<file path="src/common/midiPackage.sv">
// shared constants and encodings for the MIDI receiver.
// covers serial bit timing, message and FIFO sizes, and the
// state, command and register address enums.
package midiPackage;

    // serial timing in clock cycles.
    localparam int BIT_PERIOD = 32;
    localparam int HALF_BIT = BIT_PERIOD / 2;
    localparam int COUNTER_WIDTH = $clog2(BIT_PERIOD);

    // status, data1 and data2 packed high to low.
    localparam int MESSAGE_WIDTH = 24;

    localparam int FIFO_DEPTH = 8;
    localparam int POINTER_WIDTH = $clog2(FIFO_DEPTH);
    localparam int COUNT_WIDTH = $clog2(FIFO_DEPTH + 1);

    typedef enum logic [1:0] {
        IDLE,
        START,
        DATA,
        STOP
    } rxState;

    typedef enum logic [1:0] {
        WAIT_STATUS,
        WAIT_DATA1,
        WAIT_DATA2
    } parserState;

    // high nibble of a channel voice status byte.
    typedef enum logic [3:0] {
        NOTE_OFF         = 4'h8,
        NOTE_ON          = 4'h9,
        POLY_PRESSURE    = 4'hA,
        CONTROL_CHANGE   = 4'hB,
        PROGRAM_CHANGE   = 4'hC,
        CHANNEL_PRESSURE = 4'hD,
        PITCH_BEND       = 4'hE
    } midiCommand;

    typedef enum logic [1:0] {
        STATUS_REG  = 2'd0,
        MESSAGE_REG = 2'd1,
        CONTROL_REG = 2'd2
    } registerAddress;

endpackage

</file>
<file path="src/uartReceiver/uartDeserializer.sv">
// UART deserializer for the MIDI input pin.
// synchronizes rx, times every bit with its own cycle counter and
// shifts in 8N1 frames LSB first. a good stop bit yields a byte
// strobe, a low stop bit yields a frame error strobe.
module uartDeserializer (
    input  logic       clock,
    input  logic       reset,
    input  logic       rx,
    input  logic       enable,
    output logic       byteValid,
    output logic [7:0] rxByte,
    output logic       frameError
);
    import midiPackage::*;

    rxState state;
    logic rxMeta;
    logic rxSync;
    logic [COUNTER_WIDTH-1:0] cycleCount;
    logic [COUNTER_WIDTH-1:0] bound;
    logic sampleNow;
    logic [2:0] bitIndex;
    logic [7:0] shiftReg;

    // two-flop synchronizer.
    // the line idles high.
    always_ff @(posedge clock or posedge reset) begin
        if (reset) begin
            rxMeta <= 1'b1;
            rxSync <= 1'b1;
        end else begin
            rxMeta <= rx;
            rxSync <= rxMeta;
        end
    end

    // start bit is checked at half a bit, everything else a full bit apart.
    assign bound = (state == START) ? COUNTER_WIDTH'(HALF_BIT - 1)
                                    : COUNTER_WIDTH'(BIT_PERIOD - 1);
    assign sampleNow = (cycleCount == bound);

    always_ff @(posedge clock or posedge reset) begin
        if (reset) begin
            state <= IDLE;
            cycleCount <= '0;
            bitIndex <= '0;
            byteValid <= 1'b0;
            frameError <= 1'b0;
        end else begin
            byteValid <= 1'b0;
            frameError <= 1'b0;
            if (!enable) begin
                state <= IDLE;
                cycleCount <= '0;
                bitIndex <= '0;
            end else begin
                if (state == IDLE || sampleNow) begin
                    cycleCount <= '0;
                end else begin
                    cycleCount <= cycleCount + 1'b1;
                end
                case (state)
                    IDLE: begin
                        bitIndex <= '0;
                        if (!rxSync) begin
                            state <= START;
                        end
                    end
                    START: begin
                        // a start bit gone high by mid-bit is a glitch.
                        if (sampleNow) begin
                            state <= rxSync ? IDLE : DATA;
                        end
                    end
                    DATA: begin
                        if (sampleNow) begin
                            bitIndex <= bitIndex + 1'b1;
                            if (bitIndex == 3'd7) begin
                                state <= STOP;
                            end
                        end
                    end
                    STOP: begin
                        if (sampleNow) begin
                            byteValid <= rxSync;
                            frameError <= !rxSync;
                            state <= IDLE;
                        end
                    end
                    default: state <= IDLE;
                endcase
            end
        end
    end

    // data path.
    always_ff @(posedge clock) begin
        if (enable && sampleNow) begin
            if (state == DATA) begin
                shiftReg <= {rxSync, shiftReg[7:1]};
            end
            if (state == STOP && rxSync) begin
                rxByte <= shiftReg;
            end
        end
    end

    // a frame ends in exactly one of the two outcomes.
    byteOrErrorOnly: assert property (
        @(posedge clock) disable iff (reset)
        !(byteValid && frameError)
    );

endmodule

</file>
<file path="src/midiParser/midiParser.sv">
// MIDI byte parser.
// assembles channel voice messages from the received byte stream
// with running status. system common bytes cancel the running status
// and realtime bytes pass by without effect.
module midiParser (
    input  logic                                  clock,
    input  logic                                  reset,
    input  logic                                  byteValid,
    input  logic [7:0]                            rxByte,
    output logic                                  messageValid,
    output logic [midiPackage::MESSAGE_WIDTH-1:0] message
);
    import midiPackage::*;

    parserState state;
    midiCommand command;
    logic [7:0] runningStatus;
    logic [7:0] data1;
    logic isRealtime;
    logic isSystemStatus;
    logic isChannelStatus;
    logic isData;
    logic haveStatus;
    logic shortMessage;
    logic completeShort;
    logic completeLong;

    // byte classes.
    assign isRealtime = (rxByte >= 8'hF8);
    assign isSystemStatus = (rxByte[7:4] == 4'hF) && !isRealtime;
    assign isChannelStatus = rxByte[7] && (rxByte[7:4] != 4'hF);
    assign isData = !rxByte[7];

    // cleared running status has its MSB low.
    assign haveStatus = runningStatus[7];
    assign command = midiCommand'(runningStatus[7:4]);
    assign shortMessage = (command == PROGRAM_CHANGE) || (command == CHANNEL_PRESSURE);

    // a data byte outside WAIT_DATA2 acts as data1.
    assign completeShort = byteValid && isData && haveStatus
                           && (state != WAIT_DATA2) && shortMessage;
    assign completeLong = byteValid && isData && (state == WAIT_DATA2);

    always_ff @(posedge clock or posedge reset) begin
        if (reset) begin
            state <= WAIT_STATUS;
            runningStatus <= '0;
            messageValid <= 1'b0;
        end else begin
            messageValid <= completeShort || completeLong;
            if (byteValid) begin
                if (isChannelStatus) begin
                    runningStatus <= rxByte;
                    state <= WAIT_DATA1;
                end else if (isSystemStatus) begin
                    runningStatus <= '0;
                    state <= WAIT_STATUS;
                end else if (isData) begin
                    case (state)
                        WAIT_STATUS, WAIT_DATA1: begin
                            // orphan data bytes are dropped.
                            if (haveStatus) begin
                                state <= shortMessage ? WAIT_STATUS : WAIT_DATA2;
                            end
                        end
                        WAIT_DATA2: state <= WAIT_STATUS;
                        default: state <= WAIT_STATUS;
                    endcase
                end
            end
        end
    end

    // message assembly.
    always_ff @(posedge clock) begin
        if (byteValid && isData) begin
            if (state == WAIT_DATA2) begin
                message <= {runningStatus, data1, rxByte};
            end else if (shortMessage) begin
                message <= {runningStatus, rxByte, 8'h00};
            end else begin
                data1 <= rxByte;
            end
        end
    end

    // every emitted message starts with a real status byte.
    statusMsbSet: assert property (
        @(posedge clock) disable iff (reset)
        messageValid |-> message[MESSAGE_WIDTH-1]
    );

endmodule

</file>
<file path="src/source/messageFifo.sv">
// message FIFO between the parser and the host interface.
// circular buffer with an occupancy count, and a push into a
// full buffer is dropped and flagged as overrun.
module messageFifo (
    input  logic                                  clock,
    input  logic                                  reset,
    input  logic                                  push,
    input  logic [midiPackage::MESSAGE_WIDTH-1:0] pushMessage,
    input  logic                                  pop,
    output logic [midiPackage::MESSAGE_WIDTH-1:0] headMessage,
    output logic                                  empty,
    output logic                                  full,
    output logic                                  overrun
);
    import midiPackage::*;

    logic [MESSAGE_WIDTH-1:0] storage [FIFO_DEPTH];
    logic [POINTER_WIDTH-1:0] readPointer;
    logic [POINTER_WIDTH-1:0] writePointer;
    logic [COUNT_WIDTH-1:0] count;
    logic doPush;
    logic doPop;

    assign empty = (count == '0);
    assign full = (count == COUNT_WIDTH'(FIFO_DEPTH));
    assign doPush = push && !full;
    assign doPop = pop && !empty;
    assign headMessage = storage[readPointer];

    always_ff @(posedge clock or posedge reset) begin
        if (reset) begin
            readPointer <= '0;
            writePointer <= '0;
            count <= '0;
            overrun <= 1'b0;
        end else begin
            overrun <= push && full;
            if (doPush) begin
                writePointer <= writePointer + 1'b1;
            end
            if (doPop) begin
                readPointer <= readPointer + 1'b1;
            end
            case ({doPush, doPop})
                2'b10: count <= count + 1'b1;
                2'b01: count <= count - 1'b1;
                default: count <= count;
            endcase
        end
    end

    always_ff @(posedge clock) begin
        if (doPush) begin
            storage[writePointer] <= pushMessage;
        end
    end

    // host side must check empty before popping.
    noPopWhenEmpty: assert property (
        @(posedge clock) disable iff (reset) pop |-> !empty
    );

    countInRange: assert property (
        @(posedge clock) disable iff (reset) count <= COUNT_WIDTH'(FIFO_DEPTH)
    );

endmodule

</file>
<file path="src/source/wishboneSlave.sv">
// Wishbone classic slave for the MIDI receiver.
// status, message pop and control registers, saturating overrun
// and frame error counters, and the receive interrupt.
module wishboneSlave (
    input  logic                                  clock,
    input  logic                                  reset,
    input  logic                                  wbCyc,
    input  logic                                  wbStb,
    input  logic                                  wbWe,
    input  logic [1:0]                            wbAdr,
    input  logic [31:0]                           wbDatIn,
    output logic [31:0]                           wbDatOut,
    output logic                                  wbAck,
    input  logic [midiPackage::MESSAGE_WIDTH-1:0] headMessage,
    input  logic                                  empty,
    input  logic                                  full,
    input  logic                                  overrun,
    input  logic                                  frameError,
    output logic                                  pop,
    output logic                                  enable,
    output logic                                  irq
);
    import midiPackage::*;

    registerAddress address;
    logic request;
    logic [7:0] overrunCount;
    logic [7:0] frameErrorCount;
    logic clearCounters;

    assign address = registerAddress'(wbAdr);
    // one request per strobe, so a held strobe is not acked twice.
    assign request = wbCyc && wbStb && !wbAck;
    assign clearCounters = request && wbWe && (address == CONTROL_REG) && wbDatIn[1];
    assign irq = enable && !empty;

    always_ff @(posedge clock or posedge reset) begin
        if (reset) begin
            wbAck <= 1'b0;
            pop <= 1'b0;
            enable <= 1'b1;
            overrunCount <= '0;
            frameErrorCount <= '0;
        end else begin
            wbAck <= request;
            pop <= request && !wbWe && (address == MESSAGE_REG) && !empty;
            if (request && wbWe && (address == CONTROL_REG)) begin
                enable <= wbDatIn[0];
            end
            // saturating counters.
            if (clearCounters) begin
                overrunCount <= '0;
                frameErrorCount <= '0;
            end else begin
                if (overrun && overrunCount != 8'hFF) begin
                    overrunCount <= overrunCount + 1'b1;
                end
                if (frameError && frameErrorCount != 8'hFF) begin
                    frameErrorCount <= frameErrorCount + 1'b1;
                end
            end
        end
    end

    // read data is latched with the ack.
    always_ff @(posedge clock) begin
        if (request) begin
            case (address)
                STATUS_REG:  wbDatOut <= {8'h00, frameErrorCount, overrunCount, 6'b0, full, !empty};
                MESSAGE_REG: wbDatOut <= empty ? 32'h0 : {8'h00, headMessage};
                CONTROL_REG: wbDatOut <= {31'b0, enable};
                default:     wbDatOut <= 32'h0;
            endcase
        end
    end

    ackFollowsRequest: assert property (
        @(posedge clock) disable iff (reset) wbAck |-> $past(wbCyc && wbStb)
    );

endmodule

</file>
<file path="src/source/midiReceiver.sv">
// MIDI input port top level.
// serial deserializer, message parser, message FIFO and the
// Wishbone host interface.
module midiReceiver (
    input  logic        clock,
    input  logic        reset,
    input  logic        rx,
    input  logic        wbCyc,
    input  logic        wbStb,
    input  logic        wbWe,
    input  logic [1:0]  wbAdr,
    input  logic [31:0] wbDatIn,
    output logic [31:0] wbDatOut,
    output logic        wbAck,
    output logic        irq
);
    import midiPackage::*;

    logic byteValid;
    logic [7:0] rxByte;
    logic frameError;
    logic messageValid;
    logic [MESSAGE_WIDTH-1:0] message;
    logic [MESSAGE_WIDTH-1:0] headMessage;
    logic empty;
    logic full;
    logic overrun;
    logic pop;
    logic enable;

    uartDeserializer uartDeserializer_i (
        .clock, .reset, .rx, .enable, .byteValid, .rxByte, .frameError
    );

    midiParser midiParser_i (
        .clock, .reset, .byteValid, .rxByte, .messageValid, .message
    );

    messageFifo messageFifo_i (
        .clock, .reset, .push(messageValid), .pushMessage(message), .pop,
        .headMessage, .empty, .full, .overrun
    );

    wishboneSlave wishboneSlave_i (
        .clock, .reset, .wbCyc, .wbStb, .wbWe, .wbAdr, .wbDatIn, .wbDatOut, .wbAck,
        .headMessage, .empty, .full, .overrun, .frameError, .pop, .enable, .irq
    );

endmodule

</file>
<file path="config.mk">
export PLATFORM = sky130hd
export DESIGN_NAME = midiReceiver
export DESIGN_NICKNAME = d
export VERILOG_FILES = /design/src/common/midiPackage.sv /design/src/uartReceiver/uartDeserializer.sv /design/src/midiParser/midiParser.sv /design/src/source/messageFifo.sv /design/src/source/wishboneSlave.sv /design/src/source/midiReceiver.sv
export SDC_FILE = /design/constraint.sdc
export NUM_CORES = 1
export LEC_CHECK = 0
export BUFFER_PORTS_ARGS = -buffer_cell sky130_fd_sc_hd__buf_2
export CAP_MARGIN = 20
export CELL_PAD_IN_SITES_DETAIL_PLACEMENT = 0
export CELL_PAD_IN_SITES_GLOBAL_PLACEMENT = 1
export CORE_AREA = 5 5 183 185
export CTS_CLUSTER_SIZE = 30
export DETAILED_ROUTE_END_ITERATION = 10
export DIE_AREA = 0 0 188 190
export PLACE_DENSITY = 0.65
export SYNTH_ARGS = -nofsm -noshare
export SYNTH_HDL_FRONTEND = slang
export SYNTH_SLANG_ARGS = --single-unit
</file>
<file path="constraint.sdc">
create_clock -name clock -period 3.4 [get_ports clock]
set_input_delay 0.68 -clock clock [delete_from_list [all_inputs] [get_ports clock]]
set_output_delay 0.68 -clock clock [all_outputs]
set_load 0.05 [all_outputs]
</file>
## Word-level counts from Yosys, hierarchy flattened

Memory sizes are Yosys's and may differ from the RTL's.
Index checks and enable logic that the tools add are counted.

| operators by class | value |
|---|---|
| $add $sub $neg | 8 |
| magnitude comparators | 1 |
| equal/unequal tests | 27 |
| multiplexer cells | 39 |
| bitwise gates (word level) | 2 |
| reductions and logical operators | 51 |

Operator list:

| operator | number |
|---|---|
| $pmux 32 s3 | 1 |
| $mux 24 | 3 |
| $mux 8 | 6 |
| $mux 2 | 13 |
| $logic_and 1x1->1 | 23 |
| $ne 3x3->1 const B | 6 |
| $add 8x1->8 const B | 2 |
| $eq 4x4->1 const B | 4 |
| $ne 8x8->1 const B | 2 |
| $mux 5 | 3 |
| $eq 2x2->1 const B | 5 |
| $reduce_and 2->1 | 5 |
| $reduce_bool 2->1 | 5 |
| $add 3x1->3 const B | 3 |
| $eq 2x1->1 const B | 4 |
| $ge 8x8->1 const B | 1 |
| $mux 1 | 8 |
| $pmux 2 s4 | 1 |
| $pmux 4 s2 | 1 |
| $logic_not 1->1 | 7 |
| $logic_not 2->1 | 3 |
| $mux 3 | 2 |
| $pmux 3 s2 | 1 |
| $reduce_and 3->1 | 2 |
| 14 further kinds | 17 |

| word-level totals | value |
|---|---|
| register bits | 135 |
| memory bits (writable) | 192 |
| input bits | 40 |
| output and inout port bits | 34 |
| word-level logic and storage cells | 153 |
| memories kept | 1 |

Memory list:

| name | words | bits a word | rd ports | clocked after memory_dff | wr ports | RTL line | RTL |
|---|---|---|---|---|---|---|---|
| messageFifo_i.storage | 8 | 24 | 1 | 0 | 1 | messageFifo.sv:17 | `logic [MESSAGE_WIDTH-1:0] storage [FIFO_DEPTH];` |

## Longest topological paths before layout

Gate-level depths: netlist (run 1).

| logic depth | value |
|---|---|
| depth in word-level cells | 8 |
| gate-level depth with buffers | 12 |
| mapped depth without buffers | 11 |

## Modules after synthesis

Synthesis (run 1) repeated with hierarchy kept, for this count alone.

| unflattened totals | value |
|---|---|
| cell total of the unflattened synthesis | 689 |
| area, all modules | 12921.1 um^2 |

By module, submodules not included:

| module | times used | cells an instance | area an instance (um^2) | seq. area each (um^2) |
|---|---|---|---|---|
| messageFifo | 1 | 347 | 7935.1 | 6040.8 |
| wishboneSlave | 1 | 173 | 2242.2 | 1197.4 |
| midiParser | 1 | 88 | 1586.5 | 1236.2 |
| uartDeserializer | 1 | 81 | 1157.4 | 833.3 |

## Least setup slack after synthesis (run 1)

OpenSTA, ideal clock, no wires.

| timing path | value |
|---|---|
| path type | register to register |
| start | reg messageFifo_i.count[1] |
| end | mem messageFifo_i.storage[0][0], enable pin |
| library setup time | 0.435 ns |
| arrival | 2.774 ns |
| data required time | 2.965 ns |
| setup slack | 0.191 ns |
| stages on the path, launching flop included | 6 |
| path buffers | 1 |
| period minus slack after synthesis | 3.209 ns |
| path through | dfrtp_1 > clkbuf_1 > nor3_1 > a21boi_1 > nand2b_1 > nor3_1 |

| between the ends | value |
|---|---|
| cells in the longest elaborated chain, start to end | 5 |

Ends and longest elaborated chain:

| item | RTL line | RTL |
|---|---|---|
| start: declaration | messageFifo.sv:20 | `logic [COUNT_WIDTH-1:0] count;` |
| start signal: assignment | messageFifo.sv:45 | `2'b10: count <= count + 1'b1;` |
| start signal: assignment | messageFifo.sv:46 | `2'b01: count <= count - 1'b1;` |
| start signal: assignment | messageFifo.sv:47 | `default: count <= count;` |
| $eq 4x4->1 | messageFifo.sv:25 | `assign full = (count == COUNT_WIDTH'(FIFO_DEPTH));` |
| $logic_not 1->1 | messageFifo.sv:26 | `assign doPush = push && !full;` |
| $logic_and 1x1->1 | messageFifo.sv:26 |  |
| $mux 1 | messageFifo.sv:53 | `if (doPush) begin` |
| $mux 1 (implied by the code) | messageFifo.sv:54 | `storage[writePointer] <= pushMessage;` |
| end: declaration | messageFifo.sv:17 |  |

Every way passes these cells.

## Worst setup path in the final report (run 1)

| timing path | value |
|---|---|
| start | reg messageFifo_i.count[1] |
| end | reg messageFifo_i.count[2] |

| between the ends | value |
|---|---|
| cells in the longest elaborated chain, start to end | 5 |
| elaborated cells between the ends (all ways) | 12 |
| classes of those cells | 2 x add/sub; 3 x eq/ne; 1 x mux; 6 x reduce/logical |

Ends and longest elaborated chain:

| item | RTL line | RTL |
|---|---|---|
| $logic_not 4->1 (*) | messageFifo.sv:24 | `assign empty = (count == '0);` |
| $logic_not 1->1 (*) | messageFifo.sv:27 | `assign doPop = pop && !empty;` |
| $logic_and 1x1->1 (*) | messageFifo.sv:27 |  |
| named net messageFifo_i.doPop | messageFifo.sv:22 | `logic doPop;` |
| $eq 2x1->1 or $eq 2x2->1 (tied branches) | messageFifo.sv:44 | `case ({doPush, doPop})` |
| $pmux 4 s2 or $reduce_bool 2->1 (tied branches) | n/a |  |

The timed path passes the listed nets; every way through them passes the cells marked *.
A chain may end at the register's enable or synchronous reset.

==> summary.md, run 1 <==
| Metric | Value |
|---|---|
| Nets | `806` |
| Post-synth cell types | `52` |
| PD cells | `579 mW/mm²` |
| Initial antenna violation count | `0` |
| Max Fclk | `0.379 GHz` |
| Post-DRT Antenna Nets | `0` |
| Unrepaired setup endpoints after global routing | `no` |
| I/O Buffers | `35` |
| Actual slew at the worst max-slew pin | `0.934 ns` |
| Synthesized flop and latch total | `319` |
| Gpl congestion | `0.736` |
| Dpl hpwl | `15,000 µm` |
| TNS Setup | `0 ns` |
| Tmin final | `2.64 ns` |
| CTS sink cnt | `319` |
| Sequential share of power | `52.1%` |
| Postcts setup bufs | `0` |
| Gate power share | `2.5%` |
| FP Rows | `66` |
| Share of cells above drive strength 1 | `23.9%` |
| Required time of the critical path | `3.79 ns` |
| Die span in x | `188 µm` |
| Sw power | `1.70 mW` |
| EDFF count, synth | `264` |
| Final Max Tran Viols | `0` |
| Synth Flop Type | `edfxtp_1` |
| Total congestion overflow | `0` |
| Routed WL per cell | `20.5 µm` |
| Final core utilization | `45.0%` |
| H-tree depth | `2` |
| Initial core utilization | `39.0%` |
| Worst-Skew Late Latency | `0.51 ns` |
| 1st-iter DRT viols | `281` |
| Mapped Area | `0.0124 mm²` |
| Fill count | `2,736` |
| Root Buffer | `clkbuf_16` |
| Vias in the first global route | `6,575` |
| Cts repair resizes | `0` |
| Hold Path Class | `input port to asynchronous set/reset pin` |
| Worst setup margin | `0.764 ns` |
| First drt pass iteration count | `4` |
| Largest net degree at the start of global routing | `34` |
| DRT Wirelength | `24,500 µm` |
| Multi-input logic area | `0.00295 mm²` |
| Sw frac | `20.4%` |
| Leakage | `4.37 nW` |
| Worst Clk Skew | `0.0183 ns` |
| Diodes inserted | `0` |
| CTS Hold Buffers Added | `0` |
| Int Power | `6.61 mW` |
| Crit start category | `flip-flop` |
| Slew headroom | `37.5%` |
| Worst VDD drop | `0.000333 V` |
| Post-Syn Instances | `687` |
| Vias | `6,152` |
| Clock buffer depth | `3` |
| I/O Pins | `74` |
| Via/cell ratio | `5.17` |
| DRC viols | `0` |
| Synth warn | `0` |
| Status | `complete, no violations` |
| Max_cap viols | `0` |
| Syn Area/Cell | `18.1 µm²` |
| FF/Latch Area | `0.00931 mm²` |
| Area growth, synth to finish | `15.3%` |
| CTS tree | `built` |
| Die ar. | `0.0357 mm²` |
| Clock power share | `45.4%` |
| Clk pin slew, worst setup/hold paths | `0.06 ns` |
| Pre-CTS WS | `0.780 ns` |
| CORE AREA | `0.0319 mm²` |
| Final count of negative-setup-slack endpoints | `0` |
| Worst EP arrival | `3.02 ns` |
| Crit path kind | `flip-flop to flip-flop` |
| Sequential area share after synthesis | `74.8%` |
| Crit. End Element | `flip-flop` |
| Ys async rst share | `17.2%` |
| Num CTS Buffers | `35` |
| Tcrit/Tclk final | `77.5%` |
| CP Max Fanout | `8` |
| First-pass GRT wire length | `38,500 µm` |
| Overall Global Routing Usage | `13.9%` |
| Die height | `190 µm` |
| Fin. Hold Viols | `0` |
==> power by group through the flow <==
stage          Clock [mW]  Combinational, mW  Sequential, mW
2_1_floorplan           0              0.139            4.41
3_3_place_gp            0              0.203            4.41
3_5_place_dp            0              0.210            4.41
4_1_cts              3.87              0.211            4.33
5_1_grt              4.04              0.232            4.34
6_report             3.77              0.208            4.33
==> critical path, cell delays in order, from the launching register on <==
cell and delay [ns]:
dfrtp_1 0.46, nor3_1 0.45, nand2b_1 0.16, nand2_1 0.17, inv_1 0.08, ha_1 0.28
xor2_1 0.18, ha_1 0.21, a21oi_1 0.15, xor2_1 0.18, nor2_1 0.07, xor2_1 0.14
==> through the flow <==
stage          instance area (µm²)  power, mW  hold slack (ns)  instances
2_1_floorplan                12500       4.55            0.345        694
3_3_place_gp                 13200       4.61            0.349       1127
3_5_place_dp                 13200       4.62            0.352       1127
4_1_cts                      14300       8.41            0.248       1191
5_1_grt                      14300       8.61            0.251       1191
6_report                     14300       8.30            0.252       1191
==> metal layers <==
layer	global-route usage (%)	up-vias	wire length [µm]
met2	24.5	119	12600
met4	3.59	0	568
met5	0	-	0
met3	2.57	40	879
met1	17.9	3177	10400
li1	-	2816	-
==> layout by cell type (no fill, tap or decap), types with 6 or more instances in the layout <==
cell type | netlist | routed
xor2_1 | 8 | 8
and2_1 | 8 | 8
inv_1 | 7 | 6
nand2_1 | 44 | 44
nor3_1 | 9 | 7
ha_1 | 10 | 10
conb_1 | 1 | 8
nand3_1 | 12 | 12
buf_2 | 6 | 35
nand2b_1 | 8 | 8
dfrtp_1 | 52 | 50
xnor2_1 | 10 | 10
clkinv_1 | 0 | 6
buf_4 | 11 | 22
o21ai_0 | 26 | 26
edfxtp_1 | 264 | 264
mux2_2 | 11 | 11
a22o_1 | 7 | 7
nor2_2 | 0 | 7
mux4_2 | 48 | 48
nor2_1 | 38 | 31
mux2i_1 | 26 | 26
clkbuf_16 | 0 | 35
==> Yosys cell counts, drive strengths merged (2+ instances only) <==
library cell	n	area share, %
a211oi	4	0.24
a21boi	2	0.12
a21oi	5	0.20
a22o	7	0.49
a31oi	2	0.10
a41o	3	0.24
and2	8	0.40
and3	6	0.34
and3b	2	0.14
and4	3	0.21
buf	23	1.3
clkbuf	11	0.33
dfrtp	52	10
dfstp	3	0.63
edfxtp	264	64
ha	10	1.0
inv	7	0.21
mux2	11	1.0
mux2i	26	2.1
mux4	48	8.7
nand2	44	1.3
nand2b	8	0.40
nand3	12	0.48
nand4	3	0.15
nor2	38	1.1
nor2b	5	0.25
nor3	9	0.36
nor3b	4	0.24
nor4	2	0.10
o211ai	5	0.30
o21ai	26	1.0
or4	3	0.18
xnor2	10	0.70
xor2	8	0.56
==> final cells by class <==
type | instances | share of cell area, %
inverters | 7 | 0.183
well taps | 408 | 3.56
flip-flops and latches | 319 | 64.9
repair buffers | 59 | 2.65
clock buffers | 40 | 6.24
multi-input cells | 334 | 20.6
clock inverters | 24 | 1.85
==> sequential cells by signal, indices dropped and copies added, names as in the netlist, 2 cells and up <==
signal,flops
messageFifo_i.storage,192
wishboneSlave_i.wbDatOut,24
uartDeserializer_i.shiftReg,8
wishboneSlave_i.frameErrorCount,8
midiParser_i.message,24
wishboneSlave_i.overrunCount,8
uartDeserializer_i.bitIndex,3
uartDeserializer_i.rxByte,8
uartDeserializer_i.state,2
uartDeserializer_i.cycleCount,5
midiParser_i.runningStatus,8
midiParser_i.state,2
messageFifo_i.writePointer,3
messageFifo_i.readPointer,3
messageFifo_i.count,4
midiParser_i.data1,8
==> cell families (layout without fill, tap and decap cells) <==
logic type	count (synthesis)	count (layout)	share of synthesized area (%)
DFF	319	319	74.8
adders and majority gates	10	10	1.01
buffers and inverters	41	130	1.87
other	1	8	0.0301
xor gates and xnor gates	18	18	1.27
muxes	85	85	11.8
and+or+nand+nor	150	150	5.90
AOI/OAI and AO/OA	63	63	3.33
==> worst paths after layout <==
kind	from	end	slack (ns)	cells past startpoint
worst max-delay path	messageFifo_i.count[1]	messageFifo_i.count[2]	0.76	11
worst min-delay path	reset	wishboneSlave_i.frameErrorCount[4]	0.25	2
worst max register to register	messageFifo_i.count[1]	messageFifo_i.count[2]	0.76	11
worst min register to register	uartDeserializer_i.rxMeta	uartDeserializer_i.rxSync	0.36	0
max in group asynchronous	reset	uartDeserializer_i.rxMeta	2.37	3
min in group clock	rx	uartDeserializer_i.rxMeta	0.27	1
Power figures use the tool's default switching activity.
==> run 2: changes to the inputs <==
- clock period: 3.4 -> 2.1 ns (I/O delays scaled with it)
==> run 2 against run 1 <==
  * The flow now finishes with violations (negative setup slack)
  * Critical path depth down 6
  * Cell count up 1.3%
  * Worst hold slack worse by 0.16 ns
  * Total power up 61%
  * Combinational power up 64%
  * Die area unchanged
  * Sequential power up 62%
  * Via count up 1.2%
  * Count of clock-buffer cells in the layout up 4
==> summary.md, run 2 (synthesis results as in run 1) <==
| Metric | Value |
|---|---|
| Slowest stage delay, CP | `0.40 ns` |
| Fin. Hold Viols | `0` |
| 1st-iter DRT viols | `367` |
| Slowest cell on the critical path | `dfrtp_1` |
| Nets | `827` |
| Post-DRT Antenna Nets | `0` |
| Final core utilization | `46.1%` |
| Crit-path cells | `buf_6 > nor4_4 > buf_4 > nor2b_2 > buf_6` |
| Worst Clk Skew | `0.0128 ns` |
| Area growth, synth to finish | `18.2%` |
| CP Max Fanout | `2` |
| Max Fclk | `0.470 GHz` |
| FP Rows | `66` |
| Vias in the first global route | `6,733` |
| FF/Latch Area | `0.00931 mm²` |
| Fill count | `2,699` |
| Actual slew at the worst max-slew pin | `0.653 ns` |
| Vias | `6,226` |
| Reg2reg setup slack | `0.04 ns` |
| CTS sink cnt | `319` |
| Crit path kind | `flip-flop to primary output` |
| Worst EP arrival | `1.71 ns` |
| I/O Pins | `74` |
| PD cells | `907 mW/mm²` |
| Biggest register | `messageFifo_i.storage` |
| Dpl hpwl | `14,800 µm` |
| CTS tree | `built` |
| Routed WL per cell | `20.6 µm` |
| Gpl congestion | `0.752` |
| First drt pass iteration count | `4` |
| Die ar. | `0.0357 mm²` |
| Max reg flops | `192` |
| H-tree depth | `2` |
| Int Power | `10.7 mW` |
| Die span in x | `188 µm` |
| Via/cell ratio | `5.16` |
| Total congestion overflow | `0` |
| Overall Global Routing Usage | `14.2%` |
| Worst-Skew Late Latency | `0.50 ns` |
| Largest net degree at the start of global routing | `56` |
| M1 wire length | `10,500 µm` |
| Top sig layer | `met5` |
| Unrepaired setup endpoints after global routing | `yes` |
| Total Power | `13.3 mW` |
| Num CTS Buffers | `35` |
| Failing checks | `negative setup slack` |
| CORE AREA | `0.0319 mm²` |
| Tcrit/Tclk final | `101%` |
| Clock buffer depth | `3` |
| Clk pin slew, worst setup/hold paths | `0.06 ns` |
| Required time of the critical path | `1.68 ns` |
| First-pass GRT wire length | `39,100 µm` |
| Crit. End Element | `primary output` |
| Sw frac | `19.9%` |
| Commonest cells after routing, fill and taps aside | `edfxtp_1 (264), dfrtp_1 (49), mux4_2 (48)` |
| Clock power share | `44.8%` |
| Initial antenna violation count | `1` |
| TNS Setup | `-0.0283 ns` |
| Sequential share of power | `52.6%` |
| Final Max Tran Viols | `0` |
| DRT Wirelength | `24,800 µm` |
| Gate power share | `2.6%` |
| Crit start category | `flip-flop` |
| Share of cells above drive strength 1 | `26.5%` |
| Tmin final | `2.13 ns` |
| Sw power | `2.66 mW` |
| Diodes inserted | `0` |
| Met3 WL | `1210 µm` |
| DRC viols | `0` |
| Met2 WL post-DR | `12,600 µm` |
| Multi-input logic area | `0.00305 mm²` |
| Worst VDD drop | `0.000490 V` |
| Top cell by count, worst path | `buf_6` |
| Max_cap viols | `0` |
| Worst Hold Slack | `0.0956 ns` |
| Initial core utilization | `39.0%` |
| Worst setup margin | `-0.0283 ns` |
| Commonest non-fill, non-tap cell in the layout | `edfxtp_1` |
| Leakage | `4.48 nW` |
| I/O Buffers | `35` |
| Final count of negative-setup-slack endpoints | `1` |
| Root Buffer | `clkbuf_16` |
| Die height | `190 µm` |
| Largest registers | `messageFifo_i.storage (192), midiParser_i.message (24), wishboneSlave_i.wbDatOut (24)` |
| Slew headroom | `56.3%` |
| Hold Path Class | `input port to flip-flop` |
| Status | `finished with violations` |
[run 2: changes by cell type in the layout (fill, tap and decap cells not counted), sizes merged]
cell,change
bufinv,-1
clkbuf,+4
inv,-5
dlygate4sd3,+2
clkinv,-4
buf,+19
clkinvlp,+1
[run 2: power groups by stage]
stage,sequential (mW),combinational [mW],clock [mW]
after detailed placement,7.14,0.344,0
after global placement,7.14,0.334,0
after floorplan,7.15,0.226,0
final,7.01,0.341,5.98
after CTS,7.01,0.346,6.13
after global routing,7.03,0.384,6.40
[run 2: path summary, 6_finish.rpt]
kind,cells past startpoint,startpoint,to
setup / recovery,5,messageFifo_i.count[1],irq
hold / removal,2,wbWe,wishboneSlave_i.pop
setup reg to reg,12,messageFifo_i.count[1],messageFifo_i.count[2]
hold reg to reg,0,uartDeserializer_i.rxMeta,uartDeserializer_i.rxSync
max in group asynchronous,4,reset,wishboneSlave_i.enable
min in group asynchronous,4,reset,wishboneSlave_i.frameErrorCount[3]
[run 2: what timing repair did]
action,CTS,global route
setup endpoints to repair,1,65
hold endpoints to repair,50,0
buffers inserted,5,1
resized for setup,8,7
hold buffers,2,0
pin swaps,1,5
[run 2: per-layer routing]
metal	vias up	track usage, %
met4	2	3.67
li1	2845	-
met1	3206	18.0
met3	44	3.32
met2	129	24.8
met5	-	0
[run 2: final cells by class]
type	count	share of cell area (%)
clock inverter	15	1.19
sequential	319	63.3
clock buffer	44	6.47
multi-input combinational	334	20.7
timing repair buffer	80	4.64
inverter	7	0.179
tap	408	3.47
[run 2: metrics by stage]
| step | cell area (µm²) | setup WS (ns) | instances |
|---|---|---|---|
| 4_1_cts | 14700 | -0.0687 | 1206 |
| 2_1_floorplan | 12600 | -0.0762 | 694 |
| 3_5_place_dp | 13400 | 0.0546 | 1140 |
| 3_3_place_gp | 13400 | 0.0505 | 1140 |
| 5_1_grt | 14700 | -0.111 | 1207 |
| 6_report | 14700 | -0.0283 | 1207 |
[run 2: critical path: cells and delay by family, from the launching register on]
family	cells	cell delay (ns)
simple gates	2	0.37
flops	1	0.40
buf+inv	3	0.45
==> run 3: changes to the inputs <==
- HOLD_SLACK_MARGIN: not set -> 0.12
==> run 3 against run 2 <==
  * The run still ends with negative setup slack left
  * Setup slack lost 0.00050 ns
  * Clock skew is essentially flat
  * Worst hold slack gained 0.073 ns
  * Fmax is essentially flat
  * Critical endpoint unchanged
  * Highest routed layer unchanged
==> summary.md, run 3 (synthesis results as in run 1) <==
| Metric | Value |
|---|---|
| Status | `finished with violations` |
| Failing checks | `negative setup slack` |
| R2R depth | `12` |
| Commonest non-fill, non-tap cell in the layout | `edfxtp_1` |
| First drt pass iteration count | `4` |
| PD cells | `906 mW/mm²` |
| Max_cap viols | `0` |
| First-pass GRT wire length | `39,100 µm` |
| DRC viols | `0` |
| Worst VDD drop | `0.000490 V` |
| Nets | `828` |
| Max reg flops | `192` |
| Die ar. | `0.0357 mm²` |
| CORE AREA | `0.0319 mm²` |
| Dpl hpwl | `14,800 µm` |
| Clock power share | `44.8%` |
| Commonest cells after routing, fill and taps aside | `edfxtp_1 (264), dfrtp_1 (49), mux4_2 (48)` |
| Leakage | `4.49 nW` |
| CTS sink cnt | `319` |
| Pre-CTS WS | `0.0546 ns` |
| DRT Wirelength | `24,800 µm` |
| I/O Buffers | `35` |
| Fin. Hold Viols | `0` |
| Slew headroom | `56.2%` |
| WP buf/inv | `3` |
| Crit-path cells | `buf_6 > nor4_4 > buf_4 > nor2b_2 > buf_6` |
| Fill count | `2,699` |
| Crit path kind | `flip-flop to primary output` |
| Worst EP arrival | `1.71 ns` |
| Post-DRT Antenna Nets | `0` |
| TNS Setup | `-0.0288 ns` |
| Crit path depth | `5` |
| Worst-Skew Late Latency | `0.50 ns` |
| CP delay by family, top | `buffers and inverters` |
| FP Rows | `66` |
| I/O Pins | `74` |
| Area growth, synth to finish | `18.3%` |
| Vias | `6,222` |
| Worst setup margin | `-0.0288 ns` |
| Overall Global Routing Usage | `14.2%` |
| Biggest register | `messageFifo_i.storage` |
| Diodes inserted | `0` |
| H-tree depth | `2` |
| Sequential share of power | `52.6%` |
| Crit start category | `flip-flop` |
| Total congestion overflow | `0` |
| Initial antenna violation count | `1` |
| Unrepaired setup endpoints after global routing | `yes` |
| Post-DP Area | `0.0134 mm²` |
| Final count of negative-setup-slack endpoints | `1` |
| Via/cell ratio | `5.15` |
| Clock buffer depth | `3` |
| Share of cells above drive strength 1 | `26.5%` |
| Die span in x | `188 µm` |
| Sw frac | `19.9%` |
| CP Max Fanout | `2` |
| Post-route cell area | `0.0147 mm²` |
| Final Max Tran Viols | `0` |
| Sw power | `2.66 mW` |
| Tcrit/Tclk final | `101%` |
| Largest net degree at the start of global routing | `56` |
| Tmin final | `2.13 ns` |
| Vias in the first global route | `6,736` |
| CTS tree | `built` |
| Required time of the critical path | `1.68 ns` |
| Die height | `190 µm` |
| Largest registers | `messageFifo_i.storage (192), midiParser_i.message (24), wishboneSlave_i.wbDatOut (24)` |
| Slowest stage delay, CP | `0.40 ns` |
| Hold depth | `2` |
| Gpl congestion | `0.752` |
| Slowest cell on the critical path | `dfrtp_1` |
| 1st-iter DRT viols | `340` |
| Int Power | `10.7 mW` |
| Root Buffer | `clkbuf_16` |
| Worst Clk Skew | `0.0128 ns` |
| Routed WL per cell | `20.5 µm` |
| Gate power share | `2.6%` |
| Num CTS Buffers | `35` |
| Initial core utilization | `39.0%` |
| Clk pin slew, worst setup/hold paths | `0.06 ns` |
| Top cell by count, worst path | `buf_6` |
| Hold Path Class | `input port to flip-flop` |
| Final core utilization | `46.2%` |
| Crit. End Element | `primary output` |
| Max Fclk | `0.470 GHz` |
| Actual slew at the worst max-slew pin | `0.654 ns` |
-- run 3: power groups by stage --
stage | registers [mW] | logic [mW] | clock network, mW
2_1_floorplan | 7.15 | 0.226 | 0
3_3_place_gp | 7.14 | 0.334 | 0
3_5_place_dp | 7.14 | 0.344 | 0
4_1_cts | 7.01 | 0.348 | 6.13
5_1_grt | 7.03 | 0.386 | 6.40
6_report | 7.01 | 0.343 | 5.98
-- run 3: cell type report --
cell class / count / area [µm²] / share of cell area, %
clock buffer: 44 / 952 / 6.47
timing repair buffer: 81 / 692 / 4.70
inverter: 7 / 26.3 / 0.179
clock inverter: 15 / 175 / 1.19
multi-input combinational: 334 / 3050 / 20.7
tap: 408 / 510 / 3.47
sequential: 319 / 9310 / 63.3
-- run 3: worst paths after layout --
| check | start | endpoint | slack [ns] |
|---|---|---|---|
| worst max register to register | messageFifo_i.count[1] | messageFifo_i.count[2] | 0.04 |
| worst min-delay path | wbDatIn[0] | wishboneSlave_i.enable | 0.17 |
| worst max-delay path | messageFifo_i.count[1] | irq | -0.03 |
| min in group asynchronous | reset | wishboneSlave_i.frameErrorCount[3] | 0.51 |
| max in group asynchronous | reset | wishboneSlave_i.enable | 1.24 |
| worst min register to register | uartDeserializer_i.rxMeta | uartDeserializer_i.rxSync | 0.36 |
-- run 3: through the flow --
stage	power, mW	hold WS, ns	instances
after CTS	13.5	0.146	1207
after global placement	7.47	0.348	1140
after detailed placement	7.48	0.349	1140
after global routing	13.8	0.170	1208
final	13.3	0.169	1208
after floorplan	7.37	0.345	694
-- run 3: per-layer routing --
layer / GRT usage, % / part of all wire [%] / vias up
li1: - / - / 2850
met1: 17.9 / 42 / 3192
met2: 24.8 / 51 / 136
met3: 3.32 / 4.7 / 42
met4: 3.67 / 2.1 / 2
met5: 0 / 0.053 / -
-- run 3: timing repair --
action | CTS | global route
setup buffers | 5 | 1
hold endpoints to repair | 54 | 0
resized for setup | 8 | 7
pin swaps | 1 | 5
cloned | 0 | 0
setup endpoints to repair | 1 | 65
hold buffers | 3 | 0
-- run 3: worst reg2reg max path, delay by kind of cell, from the launching register on --
family | cells | cell delay [ns]
XOR/XNOR | 3 | 0.45
AND/OR/NAND/NOR | 4 | 0.43
flip-flops | 1 | 0.40
adder cells (fa/ha/maj) | 2 | 0.34
buffers and inverters | 2 | 0.20
AO/OA/AOI/OAI | 1 | 0.11
